## config.mk

```make
export PLATFORM = sky130hd
export DESIGN_NAME = csr_unit
export DESIGN_NICKNAME = d
export VERILOG_FILES = /design/src/csr_pkg.sv /design/src/csr_decode.sv /design/src/csr_exec.sv /design/src/csr_irq.sv /design/src/csr_result.sv /design/src/csr_unit.sv
export SDC_FILE = /design/constraint.sdc
export NUM_CORES = 1
export LEC_CHECK = 0
export BUFFER_PORTS_ARGS = -buffer_cell sky130_fd_sc_hd__buf_2
export CORE_AREA = 2 2 172 174
export DETAILED_ROUTE_END_ITERATION = 10
export DIE_AREA = 0 0 174 176
export PLACE_DENSITY_LB_ADDON = 0.12
export SYNTH_ARGS = -nofsm -noshare
export SYNTH_HDL_FRONTEND = slang
export SYNTH_SLANG_ARGS = --single-unit
```

## constraint.sdc

```tcl
create_clock -name clk -period 6.8 [get_ports clk]
set_input_delay 1.36 -clock clk [delete_from_list [all_inputs] [get_ports clk]]
set_output_delay 1.36 -clock clk [all_outputs]
set_load 0.005 [all_outputs]
```

## src/csr_pkg.sv

```systemverilog
package csr_pkg;

    typedef logic [31:0] xlen_t;
    typedef logic [11:0] csr_addr_t;
    typedef logic [4:0]  cause_t;

    typedef enum logic [1:0] {
        csr_op_rw = 2'b01,
        csr_op_rs = 2'b10,
        csr_op_rc = 2'b11
    } csr_op_t;

    typedef enum logic [1:0] {
        priv_u = 2'b00,
        priv_m = 2'b11
    } priv_t;

    typedef enum logic [3:0] {
        idx_mvendorid,
        idx_marchid,
        idx_mimpid,
        idx_mhartid,
        idx_mstatus,
        idx_misa,
        idx_mie,
        idx_mtvec,
        idx_mscratch,
        idx_mepc,
        idx_mcause,
        idx_mtval,
        idx_mip,
        idx_none
    } csr_idx_t;

    localparam csr_addr_t addr_mstatus   = 12'h300;
    localparam csr_addr_t addr_misa      = 12'h301;
    localparam csr_addr_t addr_mie       = 12'h304;
    localparam csr_addr_t addr_mtvec     = 12'h305;
    localparam csr_addr_t addr_mscratch  = 12'h340;
    localparam csr_addr_t addr_mepc      = 12'h341;
    localparam csr_addr_t addr_mcause    = 12'h342;
    localparam csr_addr_t addr_mtval     = 12'h343;
    localparam csr_addr_t addr_mip       = 12'h344;
    localparam csr_addr_t addr_mvendorid = 12'hf11;
    localparam csr_addr_t addr_marchid   = 12'hf12;
    localparam csr_addr_t addr_mimpid    = 12'hf13;
    localparam csr_addr_t addr_mhartid   = 12'hf14;

    // rv32 with i and u
    localparam xlen_t misa_value     = 32'h4010_0100;
    localparam xlen_t vendorid_value = 32'h0000_0000;
    localparam xlen_t archid_value   = 32'h0000_0000;
    localparam xlen_t impid_value    = 32'h0000_0001;
    localparam xlen_t hartid_value   = 32'h0000_0000;

    // mie, mpie, mpp
    localparam xlen_t mstatus_mask = 32'h0000_1888;
    localparam xlen_t irq_mask     = 32'h0000_0888;
    localparam xlen_t mtvec_mask   = 32'hffff_fffd;
    localparam xlen_t epc_mask     = 32'hffff_fffc;
    localparam xlen_t cause_mask   = 32'h8000_001f;

    localparam cause_t exc_illegal = 5'd2;
    localparam cause_t exc_ecall_u = 5'd8;
    localparam cause_t exc_ecall_m = 5'd11;
    localparam cause_t irq_msi     = 5'd3;
    localparam cause_t irq_mti     = 5'd7;
    localparam cause_t irq_mei     = 5'd11;

endpackage

```

## src/csr_decode.sv

```systemverilog
`timescale 1ns/10ps

module csr_decode (
    input  logic               csr_en_i,
    input  csr_pkg::csr_op_t   csr_op_i,
    input  logic [4:0]         csr_rs1_i,
    input  csr_pkg::csr_addr_t csr_addr_i,
    input  csr_pkg::priv_t     mode_i,
    output csr_pkg::csr_idx_t  csr_idx_o,
    output logic               csr_wr_en_o,
    output logic               csr_illegal_o
);
    import csr_pkg::*;

    logic writes;
    logic unimpl;
    logic priv_fault;
    logic ro_fault;

    always_comb begin
        case (csr_addr_i)
            addr_mvendorid: csr_idx_o = idx_mvendorid;
            addr_marchid:   csr_idx_o = idx_marchid;
            addr_mimpid:    csr_idx_o = idx_mimpid;
            addr_mhartid:   csr_idx_o = idx_mhartid;
            addr_mstatus:   csr_idx_o = idx_mstatus;
            addr_misa:      csr_idx_o = idx_misa;
            addr_mie:       csr_idx_o = idx_mie;
            addr_mtvec:     csr_idx_o = idx_mtvec;
            addr_mscratch:  csr_idx_o = idx_mscratch;
            addr_mepc:      csr_idx_o = idx_mepc;
            addr_mcause:    csr_idx_o = idx_mcause;
            addr_mtval:     csr_idx_o = idx_mtval;
            addr_mip:       csr_idx_o = idx_mip;
            default:        csr_idx_o = idx_none;
        endcase
    end

    always_comb begin
        // set or clear with a zero source is a pure read
        writes = (csr_op_i == csr_op_rw) || (csr_rs1_i != 5'd0);
        unimpl = (csr_idx_o == idx_none);

        // bits 9:8 give the lowest mode allowed
        priv_fault = (csr_addr_i[9:8] > mode_i);

        // 11 in bits 11:10 marks a read-only csr
        ro_fault = writes && (csr_addr_i[11:10] == 2'b11);

        csr_illegal_o = csr_en_i && (unimpl || priv_fault || ro_fault);
        csr_wr_en_o = csr_en_i && writes && !csr_illegal_o;
    end

endmodule

```

## src/csr_exec.sv

```systemverilog
`timescale 1ns/10ps

module csr_exec (
    input  logic              clk,
    input  logic              rst,
    input  csr_pkg::csr_idx_t csr_idx_i,
    input  logic              csr_wr_en_i,
    input  csr_pkg::csr_op_t  csr_op_i,
    input  logic              csr_imm_sel_i,
    input  logic [4:0]        csr_rs1_i,
    input  csr_pkg::xlen_t    csr_src_i,
    input  logic              trap_i,
    input  logic              trap_irq_i,
    input  csr_pkg::cause_t   trap_cause_i,
    input  csr_pkg::xlen_t    trap_pc_i,
    input  csr_pkg::xlen_t    trap_tval_i,
    input  logic              mret_i,
    input  csr_pkg::xlen_t    mip_i,
    output csr_pkg::xlen_t    csr_rdata_o,
    output csr_pkg::xlen_t    mtvec_o,
    output csr_pkg::xlen_t    mepc_o,
    output csr_pkg::xlen_t    mie_o,
    output logic              mstatus_mie_o,
    output csr_pkg::priv_t    mode_o
);
    import csr_pkg::*;

    xlen_t mstatus_q;
    xlen_t mie_q;
    xlen_t mtvec_q;
    xlen_t mscratch_q;
    xlen_t mepc_q;
    xlen_t mcause_q;
    xlen_t mtval_q;
    priv_t mode_q;

    xlen_t old_val;
    xlen_t operand;
    xlen_t new_val;
    xlen_t mstatus_wr;
    logic  wr_en;

    always_comb begin
        case (csr_idx_i)
            idx_mvendorid: old_val = vendorid_value;
            idx_marchid:   old_val = archid_value;
            idx_mimpid:    old_val = impid_value;
            idx_mhartid:   old_val = hartid_value;
            idx_mstatus:   old_val = mstatus_q;
            idx_misa:      old_val = misa_value;
            idx_mie:       old_val = mie_q;
            idx_mtvec:     old_val = mtvec_q;
            idx_mscratch:  old_val = mscratch_q;
            idx_mepc:      old_val = mepc_q;
            idx_mcause:    old_val = mcause_q;
            idx_mtval:     old_val = mtval_q;
            idx_mip:       old_val = mip_i;
            default:       old_val = '0;
        endcase
    end

    assign operand = csr_imm_sel_i ? {27'b0, csr_rs1_i} : csr_src_i;

    always_comb begin
        case (csr_op_i)
            csr_op_rs: new_val = old_val | operand;
            csr_op_rc: new_val = old_val & ~operand;
            default:   new_val = operand;
        endcase
    end

    // mpp only holds m or u, anything else reads back as u
    always_comb begin
        mstatus_wr = new_val & mstatus_mask;
        mstatus_wr[12:11] = (new_val[12:11] == 2'b11) ? 2'b11 : 2'b00;
    end

    // trap and mret take the cycle, the csr write is dropped
    assign wr_en = csr_wr_en_i & ~trap_i & ~mret_i;

    always_ff @(posedge clk or posedge rst) begin
        if (rst) begin
            mstatus_q  <= '0;
            mie_q      <= '0;
            mtvec_q    <= '0;
            mscratch_q <= '0;
            mepc_q     <= '0;
            mcause_q   <= '0;
            mtval_q    <= '0;
            mode_q     <= priv_m;
        end else if (trap_i) begin
            mepc_q           <= trap_pc_i & epc_mask;
            mcause_q         <= {trap_irq_i, 26'b0, trap_cause_i};
            mtval_q          <= trap_irq_i ? '0 : trap_tval_i;
            mstatus_q[7]     <= mstatus_q[3];
            mstatus_q[3]     <= 1'b0;
            mstatus_q[12:11] <= mode_q;
            mode_q           <= priv_m;
        end else if (mret_i) begin
            mstatus_q[3]     <= mstatus_q[7];
            mstatus_q[7]     <= 1'b1;
            mstatus_q[12:11] <= 2'b00;
            mode_q           <= priv_t'(mstatus_q[12:11]);
        end else if (wr_en) begin
            case (csr_idx_i)
                idx_mstatus:  mstatus_q  <= mstatus_wr;
                idx_mie:      mie_q      <= new_val & irq_mask;
                idx_mtvec:    mtvec_q    <= new_val & mtvec_mask;
                idx_mscratch: mscratch_q <= new_val;
                idx_mepc:     mepc_q     <= new_val & epc_mask;
                idx_mcause:   mcause_q   <= new_val & cause_mask;
                idx_mtval:    mtval_q    <= new_val;
                // misa and mip ignore writes
                default: ;
            endcase
        end
    end

    assign csr_rdata_o   = old_val;
    assign mtvec_o       = mtvec_q;
    assign mepc_o        = mepc_q;
    assign mie_o         = mie_q;
    assign mstatus_mie_o = mstatus_q[3];
    assign mode_o        = mode_q;

    // mret loads the mode from mpp, so mpp must stay legal too
    assert property (@(posedge clk) disable iff (rst) mode_q inside {priv_m, priv_u})
        else $error("csr_exec: illegal privilege mode");

endmodule

```

## src/csr_irq.sv

```systemverilog
`timescale 1ns/10ps

module csr_irq (
    input  logic            clk,
    input  logic            rst,
    input  logic            timer_irq_i,
    input  logic            soft_irq_i,
    input  logic            ext_irq_i,
    input  csr_pkg::xlen_t  mie_i,
    input  logic            mstatus_mie_i,
    input  csr_pkg::priv_t  mode_i,
    output csr_pkg::xlen_t  mip_o,
    output logic            irq_pending_o,
    output csr_pkg::cause_t irq_cause_o
);
    import csr_pkg::*;

    // bit order {ext, timer, soft}
    logic [2:0] sync_q1;
    logic [2:0] sync_q2;
    xlen_t      irq_en;
    logic       global_en;

    always_ff @(posedge clk or posedge rst) begin
        if (rst) begin
            sync_q1 <= '0;
            sync_q2 <= '0;
        end else begin
            sync_q1 <= {ext_irq_i, timer_irq_i, soft_irq_i};
            sync_q2 <= sync_q1;
        end
    end

    always_comb begin
        mip_o = '0;
        mip_o[irq_mei] = sync_q2[2];
        mip_o[irq_mti] = sync_q2[1];
        mip_o[irq_msi] = sync_q2[0];
    end

    // user mode is always interruptible by machine interrupts
    assign global_en = (mode_i == priv_u) || mstatus_mie_i;
    assign irq_en = mip_o & mie_i & {32{global_en}};

    always_comb begin
        if (irq_en[irq_mei]) begin
            irq_cause_o = irq_mei;
        end else if (irq_en[irq_msi]) begin
            irq_cause_o = irq_msi;
        end else if (irq_en[irq_mti]) begin
            irq_cause_o = irq_mti;
        end else begin
            irq_cause_o = '0;
        end
    end

    assign irq_pending_o = |irq_en;

    assert property (@(posedge clk) disable iff (rst) irq_pending_o |-> irq_cause_o != '0)
        else $error("csr_irq: pending interrupt without a cause");

endmodule

```

## src/csr_result.sv

```systemverilog
`timescale 1ns/10ps

module csr_result (
    input  logic            clk,
    input  logic            rst,
    input  logic            csr_en_i,
    input  logic            csr_illegal_i,
    input  csr_pkg::xlen_t  csr_rdata_i,
    input  logic            trap_i,
    input  logic            trap_irq_i,
    input  csr_pkg::cause_t trap_cause_i,
    input  logic            mret_i,
    input  csr_pkg::xlen_t  mtvec_i,
    input  csr_pkg::xlen_t  mepc_i,
    output logic            resp_valid_o,
    output csr_pkg::xlen_t  resp_rdata_o,
    output logic            resp_illegal_o,
    output logic            redirect_valid_o,
    output csr_pkg::xlen_t  redirect_pc_o
);
    import csr_pkg::*;

    xlen_t mtvec_base;
    xlen_t trap_target;

    assign mtvec_base = {mtvec_i[31:2], 2'b00};

    // vectored mode only applies to interrupts
    assign trap_target = (trap_irq_i && mtvec_i[0]) ?
                         mtvec_base + (xlen_t'(trap_cause_i) << 2) : mtvec_base;

    always_ff @(posedge clk or posedge rst) begin
        if (rst) begin
            resp_valid_o     <= 1'b0;
            resp_illegal_o   <= 1'b0;
            redirect_valid_o <= 1'b0;
        end else begin
            resp_valid_o     <= csr_en_i;
            resp_illegal_o   <= csr_illegal_i;
            redirect_valid_o <= trap_i | mret_i;
        end
    end

    // trap wins over mret
    always_ff @(posedge clk) begin
        resp_rdata_o  <= csr_illegal_i ? '0 : csr_rdata_i;
        redirect_pc_o <= trap_i ? trap_target : mepc_i;
    end

    assert property (@(posedge clk) disable iff (rst)
        redirect_valid_o |-> !$isunknown(redirect_pc_o))
        else $error("csr_result: redirect with unknown target");

endmodule

```

## src/csr_unit.sv

```systemverilog
`timescale 1ns/10ps

module csr_unit (
    input  logic               clk,
    input  logic               rst,
    input  logic               csr_en_i,
    input  csr_pkg::csr_op_t   csr_op_i,
    input  logic               csr_imm_sel_i,
    input  logic [4:0]         csr_rs1_i,
    input  csr_pkg::csr_addr_t csr_addr_i,
    input  csr_pkg::xlen_t     csr_src_i,
    input  logic               trap_i,
    input  logic               trap_irq_i,
    input  csr_pkg::cause_t    trap_cause_i,
    input  csr_pkg::xlen_t     trap_pc_i,
    input  csr_pkg::xlen_t     trap_tval_i,
    input  logic               mret_i,
    input  logic               timer_irq_i,
    input  logic               soft_irq_i,
    input  logic               ext_irq_i,
    output logic               resp_valid_o,
    output csr_pkg::xlen_t     resp_rdata_o,
    output logic               resp_illegal_o,
    output logic               redirect_valid_o,
    output csr_pkg::xlen_t     redirect_pc_o,
    output logic               irq_pending_o,
    output csr_pkg::cause_t    irq_cause_o,
    output csr_pkg::priv_t     priv_mode_o
);
    import csr_pkg::*;

    csr_idx_t csr_idx;
    logic     csr_wr_en;
    logic     csr_illegal;
    xlen_t    csr_rdata;
    xlen_t    mtvec;
    xlen_t    mepc;
    xlen_t    mie;
    logic     mstatus_mie;
    priv_t    mode;
    xlen_t    mip;

    csr_decode csr_decode_i (
        .csr_en_i      (csr_en_i),
        .csr_op_i      (csr_op_i),
        .csr_rs1_i     (csr_rs1_i),
        .csr_addr_i    (csr_addr_i),
        .mode_i        (mode),
        .csr_idx_o     (csr_idx),
        .csr_wr_en_o   (csr_wr_en),
        .csr_illegal_o (csr_illegal)
    );

    csr_exec csr_exec_i (
        .clk           (clk),
        .rst           (rst),
        .csr_idx_i     (csr_idx),
        .csr_wr_en_i   (csr_wr_en),
        .csr_op_i      (csr_op_i),
        .csr_imm_sel_i (csr_imm_sel_i),
        .csr_rs1_i     (csr_rs1_i),
        .csr_src_i     (csr_src_i),
        .trap_i        (trap_i),
        .trap_irq_i    (trap_irq_i),
        .trap_cause_i  (trap_cause_i),
        .trap_pc_i     (trap_pc_i),
        .trap_tval_i   (trap_tval_i),
        .mret_i        (mret_i),
        .mip_i         (mip),
        .csr_rdata_o   (csr_rdata),
        .mtvec_o       (mtvec),
        .mepc_o        (mepc),
        .mie_o         (mie),
        .mstatus_mie_o (mstatus_mie),
        .mode_o        (mode)
    );

    csr_irq csr_irq_i (
        .clk           (clk),
        .rst           (rst),
        .timer_irq_i   (timer_irq_i),
        .soft_irq_i    (soft_irq_i),
        .ext_irq_i     (ext_irq_i),
        .mie_i         (mie),
        .mstatus_mie_i (mstatus_mie),
        .mode_i        (mode),
        .mip_o         (mip),
        .irq_pending_o (irq_pending_o),
        .irq_cause_o   (irq_cause_o)
    );

    csr_result csr_result_i (
        .clk              (clk),
        .rst              (rst),
        .csr_en_i         (csr_en_i),
        .csr_illegal_i    (csr_illegal),
        .csr_rdata_i      (csr_rdata),
        .trap_i           (trap_i),
        .trap_irq_i       (trap_irq_i),
        .trap_cause_i     (trap_cause_i),
        .mret_i           (mret_i),
        .mtvec_i          (mtvec),
        .mepc_i           (mepc),
        .resp_valid_o     (resp_valid_o),
        .resp_rdata_o     (resp_rdata_o),
        .resp_illegal_o   (resp_illegal_o),
        .redirect_valid_o (redirect_valid_o),
        .redirect_pc_o    (redirect_pc_o)
    );

    assign priv_mode_o = mode;

endmodule

```

Yosys cells after proc, flatten, opt, wreduce, memory -nomap -nowiden:

Cells that the tools add are included.

* add/subtract/negate cells: 1
* order comparisons: 1
* equality and inequality tests: 30
* mux-type cells: 33
* bitwise logic cells: 10
* reductions and logical operators: 27

Operators by type and width (number)
* $mux W32: 16
* $pmux W32 S10: 1
* $eq A12 B10 Y1 const B: 9
* $and A32 B32 Y32: 2
* $pmux W32 S2: 1
* $pmux W4 S13: 1
* $eq A12 B12 Y1 const B: 4
* $add A32 B7 Y32: 1
* $not A32 Y32: 1
* $or A32 B32 Y32: 1
* $reduce_or A32 Y1: 1
* $mux W13: 2
* $eq A4 B4 Y1 const B: 6
* $eq A4 B3 Y1 const B: 4
* $and A12 B12 Y12: 1
* $reduce_and A4 Y1: 3
* $mux W2: 5
* $mux W5: 2
* $reduce_bool A2 Y1: 5
* $reduce_and A3 Y1: 3
* $eq A2 B2 Y1 const B: 4
* $reduce_bool A3 Y1: 2
* $logic_and A1 B1 Y1: 5
* $reduce_bool A5 Y1: 1
* other kinds (13): 21

* register bits after elaboration: 241
* input bits: 130
* output and inout port bits: 75

Depth between registers and ports, before layout:

* depth after elaboration: 13
* gate-level depth with buffers: 12

Cells and area by module:

Synthesis repeated with hierarchy kept, for this count alone.

* cells, all modules: 1298
* area, all modules: 11932.7 µm²

Modules (own cells, without submodules)
* csr_exec: times used 1, cells an instance 911, area each 8366.8 µm²
* csr_result: times used 1, cells an instance 290, area each 2819.0 µm²
* csr_irq: times used 1, cells an instance 47, area each 441.7 µm²
* csr_decode: times used 1, cells an instance 50, area each 305.3 µm²

Worst setup path before layout:

Ideal clock, no wire load.

* kind: input -> register
* from: input csr_addr_i[4]
* to: register csr_exec_i.mepc_q[7], in the netlist csr_exec_i.mepc_o[7]
* library setup time: 0.133 ns
* arrival: 3.361 ns
* required time: 6.667 ns
* path slack: 3.306 ns
* stages on the path: 9
* path through: or4_1 > buf_2 > a222oi_1 > and3_1 > buf_4 > nand2_2 > clkbuf_1 > a22oi_1 > o21ai_0

* word-level cells in the longest chain between the ends: 12
* elaborated cells between the ends (all ways): 43
* classes of those cells: eq/ne (24); mux (7); bitwise (4); reduce/logical (8)

RTL lines
* start: declaration: line csr_unit.sv:10 `input csr_pkg::csr_addr_t csr_addr_i,`
* $eq A12 B10 Y1 or $eq A12 B12 Y1 (tied branches): line csr_decode.sv:21 `case (csr_addr_i)`
* $pmux W4 S13 *: line csr_decode.sv:21
* parallel branches: the longest is 10 deep, another holds $pmux W32 S10
* end signal: assignment: line csr_exec.sv:92 `mepc_q <= trap_pc_i & epc_mask;`
* end signal: assignment: line csr_exec.sv:110 `idx_mepc: mepc_q <= new_val & epc_mask;`
* end: declaration: line csr_exec.sv:32 `xlen_t mepc_q;`

Every way passes the cells marked *. The select of a mux whose other input is x is not followed.
A chain may end at the register's enable or synchronous reset.

Worst setup path in the final report:

* from: input csr_addr_i[4]
* to: register csr_exec_i.mtvec_q[6], in the netlist csr_exec_i.mtvec_o[6]

* word-level cells in the longest chain between the ends: 11
* elaborated cells between the ends (all ways): 37
* classes of those cells: eq/ne (24); mux (3); bitwise (4); reduce/logical (6)

RTL lines
* $eq A12 B10 Y1 or $eq A12 B12 Y1 (tied branches): line csr_decode.sv:21
* $pmux W4 S13 *: line csr_decode.sv:21
* $eq A4 B4 Y1: line csr_decode.sv:42 `unimpl = (csr_idx_o == idx_none);`
* $logic_or A1 B1 Y1 (2 in series): line csr_decode.sv:50 `csr_illegal_o = csr_en_i && (unimpl || priv_fault || ro_fault);`
* $logic_and A1 B1 Y1: line csr_decode.sv:50
* $logic_not A1 Y1: line csr_decode.sv:51 `csr_wr_en_o = csr_en_i && writes && !csr_illegal_o;`
* $logic_and A1 B1 Y1: line csr_decode.sv:51
* $and A1 B1 Y1 (2 in series): line csr_exec.sv:79 `assign wr_en = csr_wr_en_i & ~trap_i & ~mret_i;`
* $reduce_and A4 Y1 (no line)
* end signal: assignment: line csr_exec.sv:108 `idx_mtvec: mtvec_q <= new_val & mtvec_mask;`
* end: declaration: line csr_exec.sv:30 `xlen_t mtvec_q;`

Mark *: on every way between the ends. The rest lies on a longest branch, timed or not.

==> impl_metrics.toml <==
[run]
maxCapViolations = 0

[synth]
yosys_warnings = 0
synth-async-reset-ratio_pct = 70.6
ys_ff_latch = 211
avgSynthCellArea_um2 = 9.21
synth-edff-count = 0
ys_types = 72
netlist_instances = 1140
seq_area_frac_synth_pct = 47.4
ys.flop_type = "dfrtp_1"
syn-cell-area_um2 = 10500

[global_routing]
grt_pass1_vias = 9223
grt_use_met1_pct = 33.5
grt_pass1_wl_mm = 55.7
grt_max_degree = 63
grt_antenna_before_repair = 0
grt-ovfl-total = 0
track_usage_pct = 23.5
met2_usage_pct = 37.9
use_met3_pct = 3.85
busiest_layer = "met2"

[power_and_ir_drop]
switching_share_pct = 25.4
leakagePower_nw = 5.79
p_clk_share_pct = 43.9
power_w = 0.00285
combinationalPowerShare_pct = 9.4
p_per_area_nw_per_um2 = 228
p_switching_w = 0.000722
intPower_w = 0.00212
ir_drop_v = 0.000136
p_seq_share_pct = 46.7

[clocking]
postCtsSetupBuffers = 0
ctsHoldBuffers = 0
clk_path_buf_depth = 3
cts_resized = 0
cts_root_buffer = "clkbuf_16"
clock-sinks = 211
cts_made_buffers = 25
path_clk_slew_ps = 60
htreeDepth = 1
cts_tree = "built"
clk_latency_ps = 530

[worst_setup_path]
worstSetupEndpointType = "register"
reg2regPathDepth = 10
cp-start-kind = "primary input"
crit_arrival_ps = 4630
startpoint = "csr_addr_i[4]"
reg2reg_from = "csr_exec_i.mtvec_o[2]"
cp_max_fo = 52
reg2reg_slack_ps = 3370
cp.required_ps = 7210
critPathKind = "in2reg"
rr_endpoint = "csr_result_i.redirect_pc_o[30]"

[outcome]
status = "finished clean"

[route]
dr.pass1.iters = 5
drtIter0Drc = 775
wl_per_cell_um = 21.5
ant_nets = 0
vias = 9501
vias_per_cell = 5.59
drt-total-wl_mm = 36.5
post-route-drc-count = 0

[hold_path]
worstHoldPathType = "reg2reg"
whs_endpoint = "csr_irq_i.sync_q2[0]"
min_path_cells = 0
hold_start = "csr_irq_i.sync_q1[0]"

[cells_and_area]
final_cell_mix = "198 x buf_2, 147 x dfrtp_1, 115 x nand2_1"
fin_nets = 1435
fillers = 2936
diodes = 0
seqCellArea_um2 = 4970
final_common_cell = "buf_2"
multi_input_area_um2 = 5080
fin_cells = 1700
layout-drive-gt1-share_pct = 21.1
syn_to_final_growth_pct = 19.1

[floorplan]
start_util_pct = 36.8
core_um2 = 28500
num_io_pins = 205
die-area_um2 = 30600
die_w_um = 174
die_y_um = 176
fp-row-count = 62

[placement]
io_buffers = 199
place_congestion = 0.816
placedCellCount = 1654
place_ws_ps = 2070
dp_hpwl_mm = 23.6

[timing]
finalCritPeriodShare_pct = 62.1
setup_violations = 0
fmax_mhz = 237
hold_violations = 0
relSlewSlack_pct = 25.3
tns_ps = 0
worst_slack_ps = 2580
maxSlewViolCount = 0
finClkSkew_ps = 20.7
rsz0062_at_grt = "false"
worst_pin_slew_ps = 1120
min_period_ps = 4220
-- metal layers --
layer | vias up | routed length (µm) | share of wire [%]
met3 | 47 | 2550 | 7.0
met1 | 4595 | 16800 | 46
met4 | 0 | 675 | 1.8
li1 | 4489 | - | -
met5 | - | 0 | 0
met2 | 370 | 16500 | 45
-- flip-flops by register name, indices dropped and copies added (netlist names) --
register,cells
csr_exec_i.mscratch_q,32
csr_exec_i.mtval_q,32
csr_result_i.resp_rdata_o,32
csr_exec_i.mtvec_o,31
csr_exec_i.mepc_o,30
csr_result_i.redirect_pc_o,30
csr_exec_i.mcause_q,6
csr_exec_i.mstatus_q,4
csr_exec_i.mie_o,3
csr_irq_i.sync_q1,3
csr_irq_i.sync_q2,3
csr_exec_i.mode_o,2
csr_result_i.redirect_valid_o,1
csr_result_i.resp_illegal_o,1
csr_result_i.resp_valid_o,1
-- power by group through the flow --
| stage | logic [W] | registers, W | clock network [W] |
|---|---|---|---|
| after floorplan | 0.000149 | 0.00135 | 0 |
| after global placement | 0.000267 | 0.00135 | 0 |
| after detailed placement | 0.000268 | 0.00135 | 0 |
| after CTS | 0.000269 | 0.00133 | 0.00127 |
| after global routing | 0.000295 | 0.00133 | 0.00133 |
| final | 0.000268 | 0.00133 | 0.00125 |
-- Yosys cell counts, types with 5 or more instances --
cell type	instances	share of area, %
and3_1	8	0.48
nand3_1	25	1.2
nand2b_1	29	1.7
xor2_1	19	1.6
clkbuf_1	68	2.4
o21bai_1	9	0.64
a21o_1	53	3.8
a22oi_1	30	2.1
o22ai_1	8	0.48
o31ai_1	5	0.36
xnor2_1	8	0.67
nor4_1	6	0.36
nor3_1	13	0.62
nor2b_1	36	2.1
and2_1	6	0.36
o22a_1	5	0.42
nand4_1	13	0.78
buf_2	13	0.62
dfrtp_1	147	35
o21ai_0	106	5.1
buf_4	9	0.64
a31oi_1	38	2.3
a32o_1	20	1.9
ha_1	7	0.83
nand2_1	115	4.1
a211oi_1	7	0.50
a32oi_1	27	2.3
a222oi_1	7	0.67
o211ai_1	6	0.43
mux2i_1	13	1.2
inv_1	16	0.57
a21oi_1	47	2.2
o21ai_1	17	0.81
nor2_1	74	2.6
dfxtp_1	62	12
-- worst max path at each step --
| stage | to | slack (ps) | cells after the start |
|---|---|---|---|
| 6_report | csr_exec_i.mtvec_o[6] | 2580 | 6 |
| 3_5_place_dp | csr_exec_i.mtvec_o[5] | 2070 | 6 |
| 2_1_floorplan | csr_exec_i.mcause_q[0] | 1440 | 1 |
| 3_3_place_gp | csr_exec_i.mtvec_o[30] | 2080 | 6 |
| 5_1_grt | csr_exec_i.mtvec_o[16] | 2240 | 7 |
| 4_1_cts | csr_exec_i.mtvec_o[5] | 2620 | 6 |
-- stage by stage --
step / util, % / hold WS [ps] / instance area [µm²]
after CTS: 43.8 / 354 / 12500
final: 43.8 / 348 / 12500
after floorplan: - / 331 / 10500
after global placement: 41.2 / 337 / 11800
after detailed placement: 41.2 / 342 / 11800
after global routing: 43.8 / 367 / 12500
-- layout make-up --
cell class	instances	share of cell area, %
tap	384	3.85
multi-input combinational	823	40.6
sequential	211	39.8
inverter	16	0.521
timing repair buffer	220	9.25
clock buffer	43	5.79
clock inverter	3	0.150
-- worst max-delay path, stage by stage --
cell and delay, ps:
buf_2 150, or4_1 700, a222oi_1 670, and3_1 420
nand3_2 840, o21ai_0 440
-- kinds of logic (layout without fill, tap and decap cells) --
logic type,Yosys count,after routing,synth area share [%]
other cells,1,3,0.0357
compound gates,410,410,26.2
buf+inv,108,282,4.34
xor+xnor,27,27,2.25
flops,211,211,47.4
mux,16,16,1.56
simple gates,359,359,17.2
fa+ha+maj,8,8,1.03
No activity file was read; power rests on OpenSTA's default activity.
